`src/rtl/ring_dma_pkg.sv`:
```
`default_nettype none

package ring_dma_pkg;

  // beat geometry
  localparam int DATA_W     = 512;
  localparam int LANE_W     = 64;
  localparam int LANES      = DATA_W / LANE_W;
  localparam int BEAT_BYTES = DATA_W / 8;

  // memory command fields
  localparam int ADDR_W = 32;
  // burst length counts beats minus one
  localparam int LEN_W  = 8;

  // one data beat, seen flat or as lanes of bytes
  typedef union packed {
    logic [DATA_W-1:0]                     flat;
    logic [LANES-1:0][LANE_W/8-1:0][7:0]   lane;
  } beat_t;

  // reverse byte order inside every 64-bit lane
  function automatic beat_t swap_lanes(input beat_t beat);
    beat_t swapped;
    for (int l = 0; l < LANES; l++) begin
      for (int b = 0; b < LANE_W / 8; b++) begin
        swapped.lane[l][b] = beat.lane[l][LANE_W/8-1-b];
      end
    end
    return swapped;
  endfunction

endpackage

`default_nettype wire
```
`src/rtl/ring_write_engine.sv`:
```
`default_nettype none

module ring_write_engine #(
  parameter int RING_BEATS = 64,
  parameter int MAX_BURST  = 16,
  parameter logic [ring_dma_pkg::ADDR_W-1:0] RING_BASE = '0
) (
  input  wire                                clk,
  input  wire                                rst,
  input  wire                                active_i,
  input  wire                                flush_i,
  input  wire ring_dma_pkg::beat_t           in_data_i,
  input  wire [ring_dma_pkg::ADDR_W-1:0]     in_count_i,
  input  wire [$clog2(RING_BEATS):0]         rd_ptr_i,
  input  wire                                cmd_ready_i,
  input  wire                                wready_i,
  input  wire                                wack_i,
  output logic                               in_rd_en_o,
  output logic                               cmd_valid_o,
  output logic [ring_dma_pkg::ADDR_W-1:0]    cmd_addr_o,
  output logic [ring_dma_pkg::LEN_W-1:0]     cmd_len_o,
  output ring_dma_pkg::beat_t                wdata_o,
  output logic                               wvalid_o,
  output logic                               wlast_o,
  output logic [$clog2(RING_BEATS):0]        wr_ptr_o
);

  localparam int AW = ring_dma_pkg::ADDR_W;
  localparam int LW = ring_dma_pkg::LEN_W;
  localparam int IW = $clog2(RING_BEATS);
  localparam int PW = IW + 1;

  localparam logic [2:0] S_INACTIVE = 3'd0;
  localparam logic [2:0] S_WAIT     = 3'd1;
  localparam logic [2:0] S_REQ      = 3'd2;
  localparam logic [2:0] S_WRITE    = 3'd3;
  localparam logic [2:0] S_WACK     = 3'd4;

  logic [2:0]    state_q;
  logic [PW-1:0] wr_ptr_q;
  logic [AW-1:0] addr_q;
  logic [LW-1:0] len_q;
  logic [LW-1:0] beat_cnt_q;

  logic [PW-1:0] used_beats;
  logic [PW-1:0] free_beats;
  logic [PW-1:0] to_end;
  logic [AW-1:0] burst_beats;
  logic          start;
  logic          beat_xfer;

  // lap bit tells a full ring from an empty one
  assign used_beats = wr_ptr_q - rd_ptr_i;
  assign free_beats = PW'(RING_BEATS) - used_beats;
  assign to_end     = PW'(RING_BEATS) - PW'(wr_ptr_q[IW-1:0]);

  // full bursts normally, any remainder while flushing
  assign start = (in_count_i >= AW'(MAX_BURST) && free_beats >= PW'(MAX_BURST)) ||
                 (flush_i && in_count_i != '0 && free_beats != '0);

  // smallest of fifo level, ring end, free space and max burst
  always_comb begin
    burst_beats = AW'(MAX_BURST);
    if (in_count_i < burst_beats) begin
      burst_beats = in_count_i;
    end
    if (AW'(to_end) < burst_beats) begin
      burst_beats = AW'(to_end);
    end
    if (AW'(free_beats) < burst_beats) begin
      burst_beats = AW'(free_beats);
    end
  end

  always_ff @(posedge clk or posedge rst) begin
    if (rst) begin
      state_q    <= S_INACTIVE;
      wr_ptr_q   <= '0;
      beat_cnt_q <= '0;
    end else begin
      case (state_q)
        S_INACTIVE: begin
          wr_ptr_q <= '0;
          if (active_i) begin
            state_q <= S_WAIT;
          end
        end
        S_WAIT: begin
          if (!active_i) begin
            state_q  <= S_INACTIVE;
            wr_ptr_q <= '0;
          end else if (start) begin
            state_q <= S_REQ;
          end
        end
        S_REQ: begin
          if (cmd_ready_i) begin
            state_q    <= S_WRITE;
            beat_cnt_q <= '0;
          end
        end
        S_WRITE: begin
          if (beat_xfer) begin
            beat_cnt_q <= beat_cnt_q + 1'b1;
            if (beat_cnt_q == len_q) begin
              state_q <= S_WACK;
            end
          end
        end
        S_WACK: begin
          // data is in memory only now, so the reader may see it
          if (wack_i) begin
            wr_ptr_q <= wr_ptr_q + PW'(len_q) + PW'(1);
            state_q  <= S_WAIT;
          end
        end
        default: state_q <= S_INACTIVE;
      endcase
    end
  end

  // command fields latched when the burst is sized
  always_ff @(posedge clk) begin
    if (state_q == S_WAIT && active_i && start) begin
      addr_q <= RING_BASE + AW'(wr_ptr_q[IW-1:0]) * AW'(ring_dma_pkg::BEAT_BYTES);
      len_q  <= LW'(burst_beats - AW'(1));
    end
  end

  assign cmd_valid_o = (state_q == S_REQ);
  assign cmd_addr_o  = addr_q;
  assign cmd_len_o   = len_q;

  // show-ahead fifo, pop on the accepted beat
  assign wvalid_o   = (state_q == S_WRITE);
  assign wlast_o    = wvalid_o && (beat_cnt_q == len_q);
  assign beat_xfer  = wvalid_o && wready_i;
  assign in_rd_en_o = beat_xfer;
  assign wdata_o    = ring_dma_pkg::swap_lanes(in_data_i);

  assign wr_ptr_o = wr_ptr_q;

endmodule

`default_nettype wire

```
`config.mk`:
```
export PLATFORM = sky130hd
export DESIGN_NAME = ring_write_engine
export DESIGN_NICKNAME = d
export VERILOG_FILES = /design/src/rtl/ring_dma_pkg.sv /design/src/rtl/ring_write_engine.sv
export SDC_FILE = /design/constraint.sdc
export NUM_CORES = 1
export LEC_CHECK = 0
export BUFFER_PORTS_ARGS = -buffer_cell sky130_fd_sc_hd__buf_2
export CORE_AREA = 5 5 429 431
export DETAILED_ROUTE_END_ITERATION = 10
export DIE_AREA = 0 0 434 436
export PLACE_DENSITY = 0.3
export SLEW_MARGIN = 20
export SYNTH_ARGS = -nofsm -noshare
export SYNTH_HDL_FRONTEND = slang
export SYNTH_SLANG_ARGS = --single-unit
```
`constraint.sdc`:
```
create_clock -name clk -period 7.4 [get_ports clk]
set_clock_uncertainty 0.05 [all_clocks]
set_input_delay 0 -clock clk [delete_from_list [all_inputs] [get_ports clk]]
set_output_delay 0 -clock clk [all_outputs]
set_load 0.05 [all_outputs]
```
==> key figures <==
STA
  – RSZ-0062 raised after global routing: no
  – Final Setup Violations: 0
  – Minimum clock period: about 6.0 ns
  – F_max: about 170 MHz
  – Slew Limit Headroom: 0.327
  – Post-route setup TNS: 0 ns
  – Crit share post-route: 0.812
  – Worst slew pin tran: between 1 and 1.5 ns
  – Hold Violations, Final: 0
  – Final Max Tran Viols: 0
  – Worst hold-check slack: approximately 0.16 ns

GRT
  – Antenna violations before repair: between 150 and 200
  – Vias in the first global route: just over 6000
  – Global-route wire length before repair: 115 mm
  – Grt total ovfl: 0
  – Largest net degree at the start of global routing: 19
  – GRT Util Overall: 0.100

Synthesis
  – Fraction of registers with async set/reset: 0.563
  – Post-Synth Adder-Cell Area: 0.0616
  – Mapped cell area: 6950 sq um
  – Count leader, synth: buf_4
  – Synth area leaders: buf_4 (58%), dfrtp_1 (6.5%), edfxtp_1 (6.1%)
  – Synth top area share: 0.581
  – Post-synth EDFFs: 14
  – Synth top cells by count: buf_4 (538), ha_1 (31), nor2_1 (27)
  – Largest family of logic cells by synthesized area: buffers and inverters
  – Distinct cells, synth: 54
  – Yosys top cell by area: buf_4
  – Synth Area in Simple Gates: 0.0913
  – Post-synth top flop: dfrtp_1
  – Post-Synth XOR/XNOR Area: 0.0441
  – Mux share of post-synthesis cell area: 0.0151
  – Synthesized area per cell: just over 8 sq um
  – Ys Warns: 0
  – Synth Instances: around 860
  – Synth Area in Compound Gates: 0.0672
  – Yosys reg bits: 32
  – Seq/Total Area, Yosys: 0.125

Clock network
  – Num CTS Buffers: 5
  – Clk sinks: 32
  – CTS H-tree lvls: 2
  – Cts hold-fix bufs: around 500
  – Max clock buf depth: 2
  – Clk_lat worst skew: 0.29 ns
  – Post-CTS resize count: 0
  – Clock-pin transition on the worst setup and hold timing paths: 0.06 ns
  – Root buf cell: clkbuf_16
  – CTS tree: yes
  – Post-CTS Setup Inserts: 0

Critical path
  – Crit-path cells: inv_1 > ha_1 > and3_1 > xnor2_1 > ha_1 > and3_1 > a221o_1 > a21o_1 > a21oi_4 > nor2_1 > a21oi_1 > ha_1 > o21ai_0 > a21oi_1 > nand2_1 > o311ai_4 > mux2_1 > ha_1 > nand3_1 > xor2_1 > mux2i_1
  – CP bufs+invs: 1
  – Req. time, crit path: 7.36 ns
  – Crit path max-delay cell type: dfrtp_1
  – Gate family responsible for the most delay along the worst path: compound AO/OA/AOI/OAI gates
  – Endpoint class of the critical path: flop
  – Critical path peak fanout: 13
  – Max incr delay on CP: approximately 0.59 ns
  – Crit Path Class: reg2reg
  – Crit-path most repeated cell: ha_1
  – Worst Path Arrival: roughly 6.0 ns
  – Startpoint Class: flop
  – RR Startpoint: wr_ptr_o[0]
  – CP startpoint: wr_ptr_o[0]

Routing
  – Drt via density: a little under 2
  – Final wirelength: approximately 100 mm
  – Drt drc: 0
  – Via Count: roughly 6600
  – Routed Antenna Nets: 0
  – Drt initial violations: roughly 420
  – DRT Pass-1 Iters: 5
  – DR WL/cell: around 30 microns

Pwr
  – Switch Pwr: about 0.0019 W
  – Combinational Power Share: 0.810
  – Pwr Density: about 270 nW/um^2
  – Internal power: between 0.001 and 0.0015 W
  – Seq pwr share: 0.122
  – Clock network fraction of total power: 0.068
  – IR drop worst, VDD: ~0.19 mV
  – Leakage: approximately 4 nW
  – Switching part of the total: 0.604

Min path
  – HP Class: in2reg
  – Hold_sp: wready_i

Place
  – IO Port Bufs: 70
  – DPL Wire Length: approximately 91 mm
  – Final estimated routing congestion in global placement: between 0.6 and 0.7

Floorplan
  – Die H: around 440 microns
  – Initial Util: 0.0386
  – Core area: about 180000 sq um
  – # rows: between 150 and 200
  – Die footprint: around 190000 sq um
  – Die X: 434 microns
  – IO Pins: around 1100

Layout
  – Share of post-route cells with drive strength above 1: 0.0979
  – Final core utilization: 0.0650
  – Synthesis-to-finish area growth: 68.2%
  – Layout Nets: about 1500

Outcome
  – Status: finished, final reports clean

Run
  – Max Cap Viol: 0
==> through the flow <==
step                      power (W)  setup WS, ns  cell area [sq um]  std cells
after floorplan             0.00241          1.86               7050        888
after global placement      0.00216          1.16               6310       2787
after detailed placement    0.00214          1.29               6310       2787
after CTS                   0.00327          1.27              11600       3310
after global routing        0.00346         0.798              11700       3325
final                       0.00320          1.39              11700       3338
==> cell usage in the layout, fill, tap and decap left out, drive strengths merged, types with 3 or more instances in the layout <==
cell	Yosys	final
dlygate4sd3	0	515
buf	538	71
ha	31	31
diode	0	28
conb	2	28
nor2	27	27
nand2	26	26
xor2	22	22
inv	20	20
dfrtp	18	18
a21oi	16	16
edfxtp	14	14
o21ai	14	14
nand3	13	13
xnor2	13	13
nor2b	11	11
a21o	9	9
nor4	9	9
nor3	7	7
and3	6	6
mux2i	6	6
clkbuf	4	6
nand2b	4	4
o21a	4	4
a211oi	4	4
mux2	4	4
a31oi	3	3
nand3b	3	3
or3	3	3
and2	3	3
==> cell type report <==
class / count / area (sq um)
diodes: 28 / 70.1
clock buffers: 6 / 139
clock inverters: 2 / 10.0
fillers: 21051 / 168000
inverters: 20 / 75.1
multi-input cells: 294 / 2050
flip-flops and latches: 32 / 871
well taps: 2370 / 2970
repair buffers: 586 / 5510
==> worst min-delay path, stage by stage <==
cell     delay [ns]
buf_2          0.11
a31oi_1        0.22
or3_1          0.14
==> per-layer routing <==
| layer | wire [microns] | part of all wire | vias up | track usage |
|---|---|---|---|---|
| li1 | - | - | 2400 | - |
| met1 | 32000 | 0.32 | 3024 | 0.0981 |
| met2 | 53000 | 0.53 | 871 | 0.189 |
| met3 | 12900 | 0.13 | 280 | 0.0548 |
| met4 | 2360 | 0.023 | 44 | 0.0121 |
| met5 | 276 | 0.0027 | - | 0 |
==> power by group through the flow <==
stage	registers, W	clock network [W]	logic, W
6_report	0.000389	0.000218	0.00259
5_1_grt	0.000404	0.000238	0.00282
4_1_cts	0.000400	0.000230	0.00265
3_5_place_dp	0.000403	0	0.00173
3_3_place_gp	0.000404	0	0.00175
2_1_floorplan	0.000475	0	0.00193
==> kinds of logic after synthesis <==
kind of cell | count (synthesis)
buffers and inverters | 562
multiplexers | 10
AO/OA/AOI/OAI | 66
other | 2
flip-flops | 32
XOR/XNOR | 35
adder cells (fa/ha/maj) | 33
AND/OR/NAND/NOR | 122
==> flip-flops by register name, summed over array words and instances, names as in the netlist <==
signal	cells
beat_cnt_q	8
cmd_addr_o	6
cmd_len_o	8
state_q	3
wr_ptr_o	7
==> worst paths after layout <==
path,end,slack (ns),depth (start not counted)
setup / recovery,cmd_len_o[4],1.39,21
hold / removal,state_q[1],0.16,3
setup reg to reg,cmd_len_o[4],1.39,21
hold reg to reg,beat_cnt_q[7],0.51,2
max in group asynchronous,wr_ptr_o[3],6.36,3
min in group asynchronous,state_q[2],0.39,3
No activity file was read; power rests on OpenSTA's default activity.
