**src/rtl/ring_dma_pkg.sv**
```systemverilog
`default_nettype none

package ring_dma_pkg;

  // beat geometry
  localparam int DATA_W     = 512;
  localparam int LANE_W     = 64;
  localparam int LANES      = DATA_W / LANE_W;
  localparam int BEAT_BYTES = DATA_W / 8;

  // memory command fields
  localparam int ADDR_W = 32;
  // burst length counts beats minus one
  localparam int LEN_W  = 8;

  // one data beat, seen flat or as lanes of bytes
  typedef union packed {
    logic [DATA_W-1:0]                     flat;
    logic [LANES-1:0][LANE_W/8-1:0][7:0]   lane;
  } beat_t;

  // reverse byte order inside every 64-bit lane
  function automatic beat_t swap_lanes(input beat_t beat);
    beat_t swapped;
    for (int l = 0; l < LANES; l++) begin
      for (int b = 0; b < LANE_W / 8; b++) begin
        swapped.lane[l][b] = beat.lane[l][LANE_W/8-1-b];
      end
    end
    return swapped;
  endfunction

endpackage

`default_nettype wire
```
**src/rtl/ring_read_engine.sv**
```systemverilog
`default_nettype none

module ring_read_engine #(
  parameter int RING_BEATS = 64,
  parameter int MAX_BURST  = 16,
  parameter logic [ring_dma_pkg::ADDR_W-1:0] RING_BASE = '0
) (
  input  wire                                clk,
  input  wire                                rst,
  input  wire                                active_i,
  input  wire [$clog2(RING_BEATS):0]         wr_ptr_i,
  input  wire                                out_afull_i,
  input  wire                                cmd_ready_i,
  input  wire ring_dma_pkg::beat_t           rdata_i,
  input  wire                                rvalid_i,
  input  wire                                rlast_i,
  output logic                               cmd_valid_o,
  output logic [ring_dma_pkg::ADDR_W-1:0]    cmd_addr_o,
  output logic [ring_dma_pkg::LEN_W-1:0]     cmd_len_o,
  output logic [$clog2(RING_BEATS):0]        rd_ptr_o,
  output ring_dma_pkg::beat_t                out_data_o,
  output logic                               out_wr_en_o
);

  localparam int AW = ring_dma_pkg::ADDR_W;
  localparam int LW = ring_dma_pkg::LEN_W;
  localparam int IW = $clog2(RING_BEATS);
  localparam int PW = IW + 1;

  localparam logic [1:0] R_INACTIVE = 2'd0;
  localparam logic [1:0] R_WAIT     = 2'd1;
  localparam logic [1:0] R_REQ      = 2'd2;
  localparam logic [1:0] R_READ     = 2'd3;

  logic [1:0]          state_q;
  logic [PW-1:0]       rd_ptr_q;
  logic [AW-1:0]       addr_q;
  logic [LW-1:0]       len_q;
  logic                out_wr_en_q;
  ring_dma_pkg::beat_t out_data_q;

  logic [PW-1:0] stored_beats;
  logic [PW-1:0] to_end;
  logic [PW-1:0] burst_beats;
  logic          start;
  logic          beat_in;

  assign stored_beats = wr_ptr_i - rd_ptr_q;
  assign to_end       = PW'(RING_BEATS) - PW'(rd_ptr_q[IW-1:0]);
  assign start        = (stored_beats != '0) && !out_afull_i;
  assign beat_in      = (state_q == R_READ) && rvalid_i;

  always_comb begin
    burst_beats = PW'(MAX_BURST);
    if (stored_beats < burst_beats) begin
      burst_beats = stored_beats;
    end
    if (to_end < burst_beats) begin
      burst_beats = to_end;
    end
  end

  always_ff @(posedge clk or posedge rst) begin
    if (rst) begin
      state_q     <= R_INACTIVE;
      rd_ptr_q    <= '0;
      out_wr_en_q <= 1'b0;
    end else begin
      out_wr_en_q <= beat_in;
      case (state_q)
        R_INACTIVE: begin
          rd_ptr_q <= '0;
          if (active_i) begin
            state_q <= R_WAIT;
          end
        end
        R_WAIT: begin
          if (!active_i) begin
            state_q  <= R_INACTIVE;
            rd_ptr_q <= '0;
          end else if (start) begin
            state_q <= R_REQ;
          end
        end
        R_REQ: begin
          if (cmd_ready_i) begin
            state_q <= R_READ;
          end
        end
        R_READ: begin
          // one slot freed per returned beat
          if (rvalid_i) begin
            rd_ptr_q <= rd_ptr_q + 1'b1;
            if (rlast_i) begin
              state_q <= R_WAIT;
            end
          end
        end
        default: state_q <= R_INACTIVE;
      endcase
    end
  end

  always_ff @(posedge clk) begin
    if (state_q == R_WAIT && active_i && start) begin
      addr_q <= RING_BASE + AW'(rd_ptr_q[IW-1:0]) * AW'(ring_dma_pkg::BEAT_BYTES);
      len_q  <= LW'(burst_beats - PW'(1));
    end
    if (beat_in) begin
      out_data_q <= ring_dma_pkg::swap_lanes(rdata_i);
    end
  end

  assign cmd_valid_o = (state_q == R_REQ);
  assign cmd_addr_o  = addr_q;
  assign cmd_len_o   = len_q;
  assign rd_ptr_o    = rd_ptr_q;
  assign out_data_o  = out_data_q;
  assign out_wr_en_o = out_wr_en_q;

endmodule

`default_nettype wire

```
**config.mk**
```make
export PLATFORM = sky130hd
export DESIGN_NAME = ring_read_engine
export DESIGN_NICKNAME = d
export VERILOG_FILES = /design/src/rtl/ring_dma_pkg.sv /design/src/rtl/ring_read_engine.sv
export SDC_FILE = /design/constraint.sdc
export NUM_CORES = 1
export LEC_CHECK = 0
export ABC_CLOCK_PERIOD_IN_PS = 17300
export BUFFER_PORTS_ARGS = -buffer_cell sky130_fd_sc_hd__buf_2
export CAP_MARGIN = 10
export CORE_AREA = 4 4 420 422
export CTS_CLUSTER_DIAMETER = 40
export DETAILED_ROUTE_END_ITERATION = 10
export DIE_AREA = 0 0 424 426
export PLACE_DENSITY_LB_ADDON = 0.08
export RECOVER_POWER = 25
export SKIP_LAST_GASP = 1
export SLEW_MARGIN = 20
export SYNTH_ARGS = -nofsm -noshare
export SYNTH_HDL_FRONTEND = slang
export SYNTH_SLANG_ARGS = --single-unit
```
**constraint.sdc**
```tcl
create_clock -name clk -period 17.3 [get_ports clk]
set_input_delay 5.19 -clock clk [delete_from_list [all_inputs] [get_ports clk]]
set_output_delay 5.19 -clock clk [all_outputs]
set_load 0.005 [all_outputs]
```
==> results of run 1 <==
metrics by stage:
step	hold WS, ps	power, µW
5_1_grt	594	4710
4_1_cts	588	4610
2_1_floorplan	468	1810
6_report	565	4490
3_5_place_dp	579	2090
3_3_place_gp	580	2100
kinds of logic after synthesis:
family,synth area share (%)
AO/OA/AOI/OAI,1.62
XOR/XNOR,0.805
multiplexers,0.244
buffers and inverters,1.62
adder cells (fa/ha/maj),1.55
flip-flops,92.2
other,0.0432
AND/OR/NAND/NOR,1.91
per-layer routing:
layer | global-route usage (%) | share of wire [%]
met5 | 0 | 0.26
met4 | 3.61 | 2.8
met3 | 5.09 | 9.6
met2 | 18.6 | 53
met1 | 10.2 | 34
critical path, cell delays in order:
cell      delay [ps]
buf_2            100
inv_1             60
ha_1             160
inv_1             50
fa_1             430
a211oi_2         280
nor3_2           100
a31o_1           260
a211oi_4         570
nand2_1          130
ha_1             310
o21ai_0           90
a21oi_1          190
nor2_1           130
a21oi_2          310
mux2_2           390
ha_1             280
a21o_1           200
a22oi_1          140
nand4_1          110
worst paths after layout:
path / slack [ps] / depth (start not counted) / end / start
max in group asynchronous: 12490 / 2 / state_q[0] / rst
worst min register to register: 560 / 0 / cmd_addr_o[11] / rd_ptr_o[5]
worst max register to register: 11990 / 19 / cmd_len_o[4] / rd_ptr_o[0]
worst max-delay path: 8280 / 20 / cmd_len_o[4] / wr_ptr_i[0]
worst min-delay path: 560 / 0 / cmd_addr_o[11] / rd_ptr_o[5]
min in group asynchronous: 4460 / 2 / rd_ptr_o[3] / rst
registers in the layout, summed over array words and instances (netlist names):
register / cells
out_wr_en_o: 1
out_data_o: 512
state_q: 2
rd_ptr_o: 7
cmd_addr_o: 6
cmd_len_o: 8
area by class of cell:
class	instances	share of cell area, %
repair buffers	1064	17.8
diodes	19	0.158
clock buffers	151	11.4
well taps	2325	9.69
multi-input cells	170	3.91
clock inverters	88	3.35
inverters	19	0.238
flip-flops and latches	536	53.4
power groups by stage:
| stage | Sequential (µW) | Clock (µW) | Combinational, µW |
|---|---|---|---|
| after floorplan | 1690 | 0 | 117 |
| after global placement | 1660 | 0 | 444 |
| after detailed placement | 1650 | 0 | 440 |
| after CTS | 1630 | 2540 | 441 |
| after global routing | 1640 | 2600 | 460 |
| final | 1630 | 2440 | 418 |
cell usage after synthesis, drive strengths merged, types with 2 or more instances:
cell,number,area share [%]
edfxtp,526,91
buf,27,1.2
ha,20,1.4
inv,19,0.41
nor2,13,0.28
nand2,12,0.27
xnor2,11,0.55
a21oi,10,0.31
dfrtp,10,1.4
o21ai,8,0.23
nand3,7,0.20
nor3,7,0.23
xor2,5,0.25
a211oi,3,0.23
and2,3,0.11
nand2b,3,0.11
nand4,3,0.11
or3,3,0.11
a21o,2,0.086
a22oi,2,0.086
and4,2,0.10
clkbuf,2,0.043
conb,2,0.043
mux2,2,0.13
mux2i,2,0.12
o21a,2,0.086
o2bb2ai,2,0.10
o32ai,2,0.10
==> results.sh, run 1 <==
export IMPL_cts_repair_resized=0
export IMPL_ff_latch_area_um2=16000
export IMPL_routed_via_density=2.82
export IMPL_crit_fanout=13
export IMPL_timing_final_crit_period_ps=9020
export IMPL_status="complete, no violations"
export IMPL_drive_gt1_share_pct=61.9
export IMPL_ys_ff_latch=536
export IMPL_final_cell_mix="buf_2 (1051), edfxtp_1 (526), clkbuf_16 (134)"
export IMPL_p_clk_share_pct=54.4
export IMPL_rsz0062_at_grt="no"
export IMPL_arrival_ps=9470
export IMPL_peakVddDrop_v=0.0000852
export IMPL_postCtsHoldBufs=0
export IMPL_stdcell_count=4372
export IMPL_die_y_um=426
export IMPL_tightest_slew_ps=978
export IMPL_p_per_area_nw_per_um2=150
export IMPL_postRouteWirelength_um=97800
export IMPL_period_share_pct=52.2
export IMPL_layout_commonest_cell="buf_2"
export IMPL_endpoint_kind="register"
export IMPL_grt_usage_pct=10.3
export IMPL_pwr_share_seq_pct=36.3
export IMPL_numCtsBuffers=133
export IMPL_nNetsFinal=2471
export IMPL_dp_hpwl_um=80500
export IMPL_cp_start_kind="input pin"
export IMPL_start_util_pct=10.1
export IMPL_fmax_mhz=111
export IMPL_synth_cells=728
export IMPL_vias=12300
export IMPL_drt_iter0_drc=672
export IMPL_area_growth_pct=72.6
export IMPL_internal_power_uw=3380
export IMPL_cts_path_max_buffers=3
export IMPL_ant_nets=0
export IMPL_yosysSeqAreaShare_pct=92.2
export IMPL_placementRows=153
export IMPL_yosysWarnings=0
export IMPL_min_path_type="reg2reg"
export IMPL_core_um2=173000
export IMPL_fin_ws_ps=8280
export IMPL_design_area_um2=30000
export IMPL_drt_pass1_iterations=4
export IMPL_io_buffers=1060
export IMPL_skew_ps=51.6
export IMPL_path_clk_slew_ps=40
export IMPL_wire_per_inst_um=22.4
export IMPL_drv_slew=0
export IMPL_die_w_um=424
export IMPL_grt_max_degree=168
export IMPL_yosys_most_used_dff="edfxtp_1"
export IMPL_power_switching_uw=1110
export IMPL_cts_sinks=536
export IMPL_gp_congestion=0.835
export IMPL_syn_cell_area_um2=17400
export IMPL_grt_first_pass_wirelength_um=123000
export IMPL_avgSynthCellArea_um2=23.9
export IMPL_io_pins=1087
export IMPL_cts_setup_buffers=0
export IMPL_grt_pass1_vias=13000
export IMPL_fillerInstances=19100
export IMPL_cts_tree="done"
export IMPL_antenna_found_initial=65
export IMPL_p_sw_share_pct=24.8
export IMPL_yosys_cell_types_count=52
export IMPL_placed_cells_incl_taps=4114
export IMPL_worstSetupPathType="in2reg"
export IMPL_cts_max_level=4
export IMPL_die_area_um2=181000
export IMPL_drc=0
export IMPL_clock_root_buffer="clkbuf_16"
export IMPL_worstPathRequired_ps=17750
export IMPL_synth_edf_count=526
export IMPL_clk_latency_ps=760
export IMPL_hold_violations=0
export IMPL_pre_cts_ws_ps=7520
export IMPL_multiInputGateArea_um2=1170
export IMPL_setup_viol=0
export IMPL_fin_util_pct=17.4
export IMPL_slew_headroom_pct=34.8
export IMPL_tns_ps=0
export IMPL_cellLeakagePower_uw=0.0118
export IMPL_synthArstFlopShare_pct=1.87
export IMPL_power_frac_comb_pct=9.3
export IMPL_overflow=0
export IMPL_place_area_um2=25600
export IMPL_maxCapViolations=0
Note: power is estimated with default switching activity, not from simulation.
==> run 2: changes to the inputs <==
--- a/config.mk
+++ b/config.mk
@@ -5,7 +5,7 @@
 export SDC_FILE = /design/constraint.sdc
 export NUM_CORES = 1
 export LEC_CHECK = 0
-export ABC_CLOCK_PERIOD_IN_PS = 17300
+export ABC_CLOCK_PERIOD_IN_PS = 8000
 export BUFFER_PORTS_ARGS = -buffer_cell sky130_fd_sc_hd__buf_2
 export CAP_MARGIN = 10
 export CORE_AREA = 4 4 420 422
==> constraint.sdc (replaced) <==
create_clock -name clk -period 8 [get_ports clk]
set_input_delay 2.4 -clock clk [delete_from_list [all_inputs] [get_ports clk]]
set_output_delay 2.4 -clock clk [all_outputs]
set_load 0.005 [all_outputs]
==> run 2 against run 1 <==
  * Clock power is 130% higher
  * Routed wire length grew 3.2%
  * Non-clock buffer count rose by 6
  * Die area stayed put
  * First-iteration DRC count down 5.1%
  * Combinational power is 120% higher
  * Clock skew decreased by 7.2 ps
  * Critical path type unchanged
  * Critical endpoint unchanged
==> results.sh, run 2 (same netlist as run 1, synthesis figures left out) <==
export IMPL_endpoint_kind="register"
export IMPL_tightest_slew_ps=894
export IMPL_crit_family="compound AO/OA/AOI/OAI gates"
export IMPL_postRouteWirelength_um=101000
export IMPL_tns_ps=0
export IMPL_grt_pass1_vias=13100
export IMPL_final_cell_mix="buf_2 (1052), edfxtp_1 (526), clkbuf_16 (139)"
export IMPL_reg2reg_slack_ps=2920
export IMPL_multiInputGateArea_um2=1170
export IMPL_drt_iter0_drc=638
export IMPL_cts_path_max_buffers=3
export IMPL_min_path_type="reg2reg"
export IMPL_timing_final_crit_period_ps=6220
export IMPL_fillerInstances=19100
export IMPL_routed_via_density=2.82
export IMPL_overflow=0
export IMPL_grt_usage_pct=10.6
export IMPL_peakVddDrop_v=0.000169
export IMPL_start_util_pct=10.1
export IMPL_antenna_found_initial=72
export IMPL_die_w_um=424
export IMPL_hold_violations=0
export IMPL_io_pins=1087
export IMPL_skew_ps=44.4
export IMPL_die_y_um=426
export IMPL_placed_cells_incl_taps=4120
export IMPL_clk_latency_ps=770
export IMPL_ff_latch_area_um2=16000
export IMPL_cts_tree="done"
export IMPL_grt_max_degree=142
export IMPL_drive_gt1_share_pct=62.6
export IMPL_path_clk_slew_ps=40
export IMPL_gp_congestion=0.823
export IMPL_critPathBufInv=3
export IMPL_r2r_cells=18
export IMPL_crit_chain="buf_2, inv_1, ha_1, inv_1, fa_1, a211oi_2, nor3_2, a31o_1, a211oi_4, nand2_1, ha_1, o21ai_0, a21oi_1, nor2_1, a21oi_2, mux2_2, ha_1, a21o_1, a22oi_1, nand4_1"
export IMPL_cp_start_kind="input pin"
export IMPL_worstPathRequired_ps=8470
export IMPL_arrival_ps=6680
export IMPL_path_common_cell="ha_1"
export IMPL_io_buffers=1060
export IMPL_fmax_mhz=161
export IMPL_slew_headroom_pct=40.4
export IMPL_maxCapViolations=0
export IMPL_holdCritStartpoint="rd_ptr_o[5]"
export IMPL_hold_path_depth=0
export IMPL_ant_nets=0
export IMPL_critPathMaxStageDelay_ps=590
export IMPL_placementRows=153
export IMPL_status="complete, no violations"
export IMPL_rr_startpoint="rd_ptr_o[0]"
export IMPL_worst_path_max_delay_cell="a211oi_4"
export IMPL_setup_viol=0
export IMPL_rsz0062_at_grt="no"
export IMPL_stdcell_count=4386
export IMPL_cts_max_level=4
export IMPL_period_share_pct=77.7
export IMPL_worstSetupPathType="in2reg"
export IMPL_postCtsHoldBufs=0
export IMPL_dp_hpwl_um=83200
export IMPL_wire_per_inst_um=23.0
export IMPL_hold_end="cmd_addr_o[11]"
export IMPL_numCtsBuffers=139
export IMPL_cts_repair_resized=0
export IMPL_vias=12400
export IMPL_clock_root_buffer="clkbuf_16"
export IMPL_timing_rr_end="cmd_len_o[4]"
export IMPL_grt_first_pass_wirelength_um=127000
export IMPL_cts_setup_buffers=0
export IMPL_core_um2=173000
export IMPL_cellLeakagePower_uw=0.0119
export IMPL_die_area_um2=181000
export IMPL_largest_reg_flops=512
export IMPL_nNetsFinal=2483
export IMPL_drt_pass1_iterations=4
export IMPL_drc=0
export IMPL_area_growth_pct=74.3
export IMPL_crit_fanout=13
export IMPL_cts_sinks=536
export IMPL_p_per_area_nw_per_um2=330
export IMPL_drv_slew=0
export IMPL_layout_commonest_cell="buf_2"
run 2: changes by cell type in the layout (fill, tap and decap cells not counted), sizes merged:
cell / before / now
buf: 1054 / 1062
clkinvlp: 6 / 10
inv: 26 / 25
diode: 19 / 18
clkbuf: 161 / 174
clkinv: 61 / 52
run 2: layout make-up:
class / count / area share, %
Inverter: 19 / 0.235
Sequential cell: 536 / 52.9
Clock buffer: 166 / 11.9
Clock inverter: 82 / 3.55
Timing Repair Buffer: 1070 / 17.8
Multi-Input combinational cell: 170 / 3.87
Tap cell: 2325 / 9.59
Antenna cell: 18 / 0.148
run 2: how the worst max path moves through the flow:
stage,start,to,cells after the start
after floorplan,rvalid_i,out_data_o[0],1
after global placement,wr_ptr_i[0],cmd_len_o[4],20
after detailed placement,wr_ptr_i[0],cmd_len_o[4],20
after CTS,wr_ptr_i[0],cmd_len_o[4],20
after global routing,wr_ptr_i[0],cmd_len_o[4],20
final,wr_ptr_i[0],cmd_len_o[4],20
run 2: worst reg2reg max path, cell delays in order (launching register included):
cell      delay (ps)
dfrtp_1          580
ha_1             250
inv_1             50
fa_1             430
a211oi_2         270
nor3_2           100
a31o_1           260
a211oi_4         590
nand2_1          130
ha_1             310
o21ai_0           90
a21oi_1          200
nor2_1           130
a21oi_2          280
mux2_2           380
ha_1             280
a21o_1           200
a22oi_1          160
nand4_1          120
run 2: power by group:
part	total [µW]	switching, µW	leakage (µW)	internal, µW
logic	911	566	0.00479	344
clock network	5550	1860	0.00224	3690
registers	3540	102	0.00490	3440
run 2: per-layer routing:
| metal | up-vias | global-route usage (%) | part of all wire, % |
|---|---|---|---|
| li1 | 5328 | - | - |
| met2 | 660 | 19.3 | 53 |
| met5 | - | 0 | 0.19 |
| met1 | 6139 | 10.9 | 35 |
| met4 | 28 | 3.45 | 2.4 |
| met3 | 209 | 4.61 | 9.1 |
run 2: stage by stage:
step | cell area [µm²] | worst slack, ps | power [µW] | hold WS [ps] | utilization (%)
after detailed placement | 25600 | 1020 | 4550 | 526 | 14.8
after floorplan | 17500 | 1600 | 3880 | 468 | -
after CTS | 30300 | 1870 | 10300 | 536 | 17.5
after global routing | 30300 | 1440 | 10500 | 558 | 17.5
final | 30300 | 1780 | 10000 | 533 | 17.5
after global placement | 25600 | 934 | 4570 | 493 | 14.8
==> run 3: changes to the inputs <==
--- a/config.mk
+++ b/config.mk
@@ -5,7 +5,7 @@
 export SDC_FILE = /design/constraint.sdc
 export NUM_CORES = 1
 export LEC_CHECK = 0
-export ABC_CLOCK_PERIOD_IN_PS = 8000
+export ABC_CLOCK_PERIOD_IN_PS = 5930
 export BUFFER_PORTS_ARGS = -buffer_cell sky130_fd_sc_hd__buf_2
 export CAP_MARGIN = 10
 export CORE_AREA = 4 4 420 422
==> constraint.sdc (replaced) <==
create_clock -name clk -period 5.93 [get_ports clk]
set_input_delay 1.779 -clock clk [delete_from_list [all_inputs] [get_ports clk]]
set_output_delay 1.779 -clock clk [all_outputs]
set_load 0.005 [all_outputs]
==> run 3 against run 2 <==
  * Routed wire length increased by 0.70%
  * Critical path type unchanged
  * Final area hardly changed
  * Combinational power is 41% higher
  * Largest power group unchanged
  * Critical path depth rose by 3
  * Die area unchanged
  * Sequential share of layout area about the same
  * Final cell count grew 0.48%
  * Power grew 34%
  * First-iteration DRC count up 4.5%
  * Critical endpoint unchanged
  * Core utilization about the same
==> results.sh, run 3 (same netlist as run 1, synthesis figures left out) <==
export IMPL_endpoint_kind="register"
export IMPL_postCtsHoldBufs=0
export IMPL_clk_latency_ps=740
export IMPL_io_pins=1087
export IMPL_die_y_um=426
export IMPL_hold_violations=0
export IMPL_tightest_slew_ps=893
export IMPL_rsz0062_at_grt="no"
export IMPL_critPathMaxStageDelay_ps=400
export IMPL_timing_final_crit_period_ps=5170
export IMPL_design_area_um2=30400
export IMPL_holdWs_ps=517
export IMPL_cts_repair_resized=0
export IMPL_fmax_mhz=193
export IMPL_gp_congestion=0.813
export IMPL_arrival_ps=5620
export IMPL_drive_gt1_share_pct=62.8
export IMPL_ant_nets=0
export IMPL_slew_headroom_pct=40.5
export IMPL_crit_fanout=7
export IMPL_cts_tree="done"
export IMPL_path_clk_slew_ps=40
export IMPL_drt_iter0_drc=667
export IMPL_start_util_pct=10.1
export IMPL_drc=0
export IMPL_drt_pass1_iterations=5
export IMPL_holdCritStartpoint="rd_ptr_o[5]"
export IMPL_numCtsBuffers=138
export IMPL_place_area_um2=25800
export IMPL_cp_start_kind="input pin"
export IMPL_grt_first_pass_wirelength_um=128000
export IMPL_worst_path_max_delay_cell="fa_1"
export IMPL_routed_via_density=2.84
export IMPL_postRouteWirelength_um=102000
export IMPL_final_cell_mix="buf_2 (1051), edfxtp_1 (526), clkbuf_16 (139)"
export IMPL_vias=12500
export IMPL_worstSetupPathType="in2reg"
export IMPL_overflow=0
export IMPL_die_area_um2=181000
export IMPL_dp_hpwl_um=83500
export IMPL_status="complete, no violations"
export IMPL_area_growth_pct=74.5
export IMPL_nNetsFinal=2498
export IMPL_core_um2=173000
export IMPL_layout_commonest_cell="buf_2"
export IMPL_p_sw_share_pct=25.4
export IMPL_die_w_um=424
export IMPL_crit_chain="buf_2, inv_1, ha_1, inv_1, fa_1, a211oi_2, nor3_2, a31o_1, a211oi_4, buf_4, nand2_1, ha_1, buf_4, nand2_1, nand4_1, nor2_1, a21oi_2, buf_4, a31oi_1, ha_1, nor2_1, a22oi_1, nand4_1"
export IMPL_peakVddDrop_v=0.000243
export IMPL_drv_slew=0
export IMPL_io_buffers=1060
export IMPL_skew_ps=31.2
export IMPL_placementRows=153
export IMPL_setup_viol=0
export IMPL_period_share_pct=87.3
export IMPL_cts_sinks=536
export IMPL_rr_startpoint="rd_ptr_o[2]"
export IMPL_p_clk_share_pct=54.8
export IMPL_cts_setup_buffers=0
export IMPL_maxCapViolations=0
export IMPL_p_per_area_nw_per_um2=440
export IMPL_worstPathRequired_ps=6370
export IMPL_min_path_type="reg2reg"
export IMPL_cts_max_level=4
export IMPL_grt_usage_pct=10.7
export IMPL_largest_reg_flops=512
export IMPL_power_frac_comb_pct=9.5
export IMPL_fin_util_pct=17.5
export IMPL_internal_power_uw=9980
export IMPL_wire_per_inst_um=23.1
export IMPL_pwr_share_seq_pct=35.7
export IMPL_cellLeakagePower_uw=0.0119
export IMPL_cts_path_max_buffers=3
export IMPL_antenna_found_initial=68
export IMPL_grt_max_degree=76
export IMPL_grt_pass1_vias=13200
export IMPL_crit_start="wr_ptr_i[0]"
export IMPL_clock_root_buffer="clkbuf_16"
export IMPL_power_switching_uw=3390
run 3: cell count changes in the layout (fill, tap and decap cells not counted), moves of 2 or more:
cell,delta
buf_12,+2
buf_4,+13
bufinv_16,-2
clkbuf_8,-2
clkinv_1,+3
clkinv_16,-4
clkinv_2,+4
clkinv_8,+2
clkinvlp_4,+5
inv_6,+2
run 3: final cells by class:
class,instances,area [µm²]
clock inverters,91,995
multi-input cells,170,1170
clock buffers,161,3570
repair buffers,1086,5550
fillers,19100,143000
inverters,19,71.3
flip-flops and latches,536,16000
well taps,2325,2910
diodes,19,47.5
run 3: worst paths after layout:
| check | depth (start not counted) | end | slack (ps) |
|---|---|---|---|
| min in group asynchronous | 2 | state_q[0] | 1080 |
| max in group asynchronous | 2 | rd_ptr_o[0] | 4510 |
| max | 23 | cmd_len_o[4] | 760 |
| min | 0 | cmd_addr_o[11] | 520 |
| max reg2reg | 21 | cmd_len_o[4] | 1410 |
| min reg2reg | 0 | cmd_addr_o[11] | 520 |
run 3: power groups by stage:
stage | registers [µW] | logic [µW] | clock network (µW)
finish | 4770 | 1280 | 7330
global route | 4800 | 1390 | 7830
CTS | 4780 | 1350 | 7630
detailed placement | 4840 | 1340 | 0
global placement | 4850 | 1360 | 0
floorplan | 4900 | 342 | 0
run 3: worst max-delay path, delay by kind of cell:
| family | cells | cell delay, ps |
|---|---|---|
| adders and majority gates | 4 | 1180 |
| and+or+nand+nor | 7 | 720 |
| buffers and inverters | 6 | 690 |
| AOI/OAI and AO/OA | 6 | 1240 |
run 3: metal layers:
layer / wire length, µm / global-route usage, % / up-vias
met5: 398 / 0.511 / -
met4: 3700 / 5.02 / 40
met3: 10400 / 5.34 / 227
met2: 52500 / 18.5 / 719
met1: 34600 / 10.7 / 6135
li1: - / - / 5375
run 3: per-stage QoR:
| step | setup TNS (ps) | setup WS (ps) | power [µW] | instances |
|---|---|---|---|---|
| 2_1_floorplan | 0 | 147 | 5240 | 754 |
| 3_3_place_gp | -29.2 | -29.2 | 6200 | 4136 |
| 3_5_place_dp | -2.64 | -2.64 | 6180 | 4136 |
| 4_1_cts | 0 | 836 | 13800 | 4388 |
| 5_1_grt | 0 | 472 | 14000 | 4397 |
| 6_report | 0 | 755 | 13400 | 4407 |
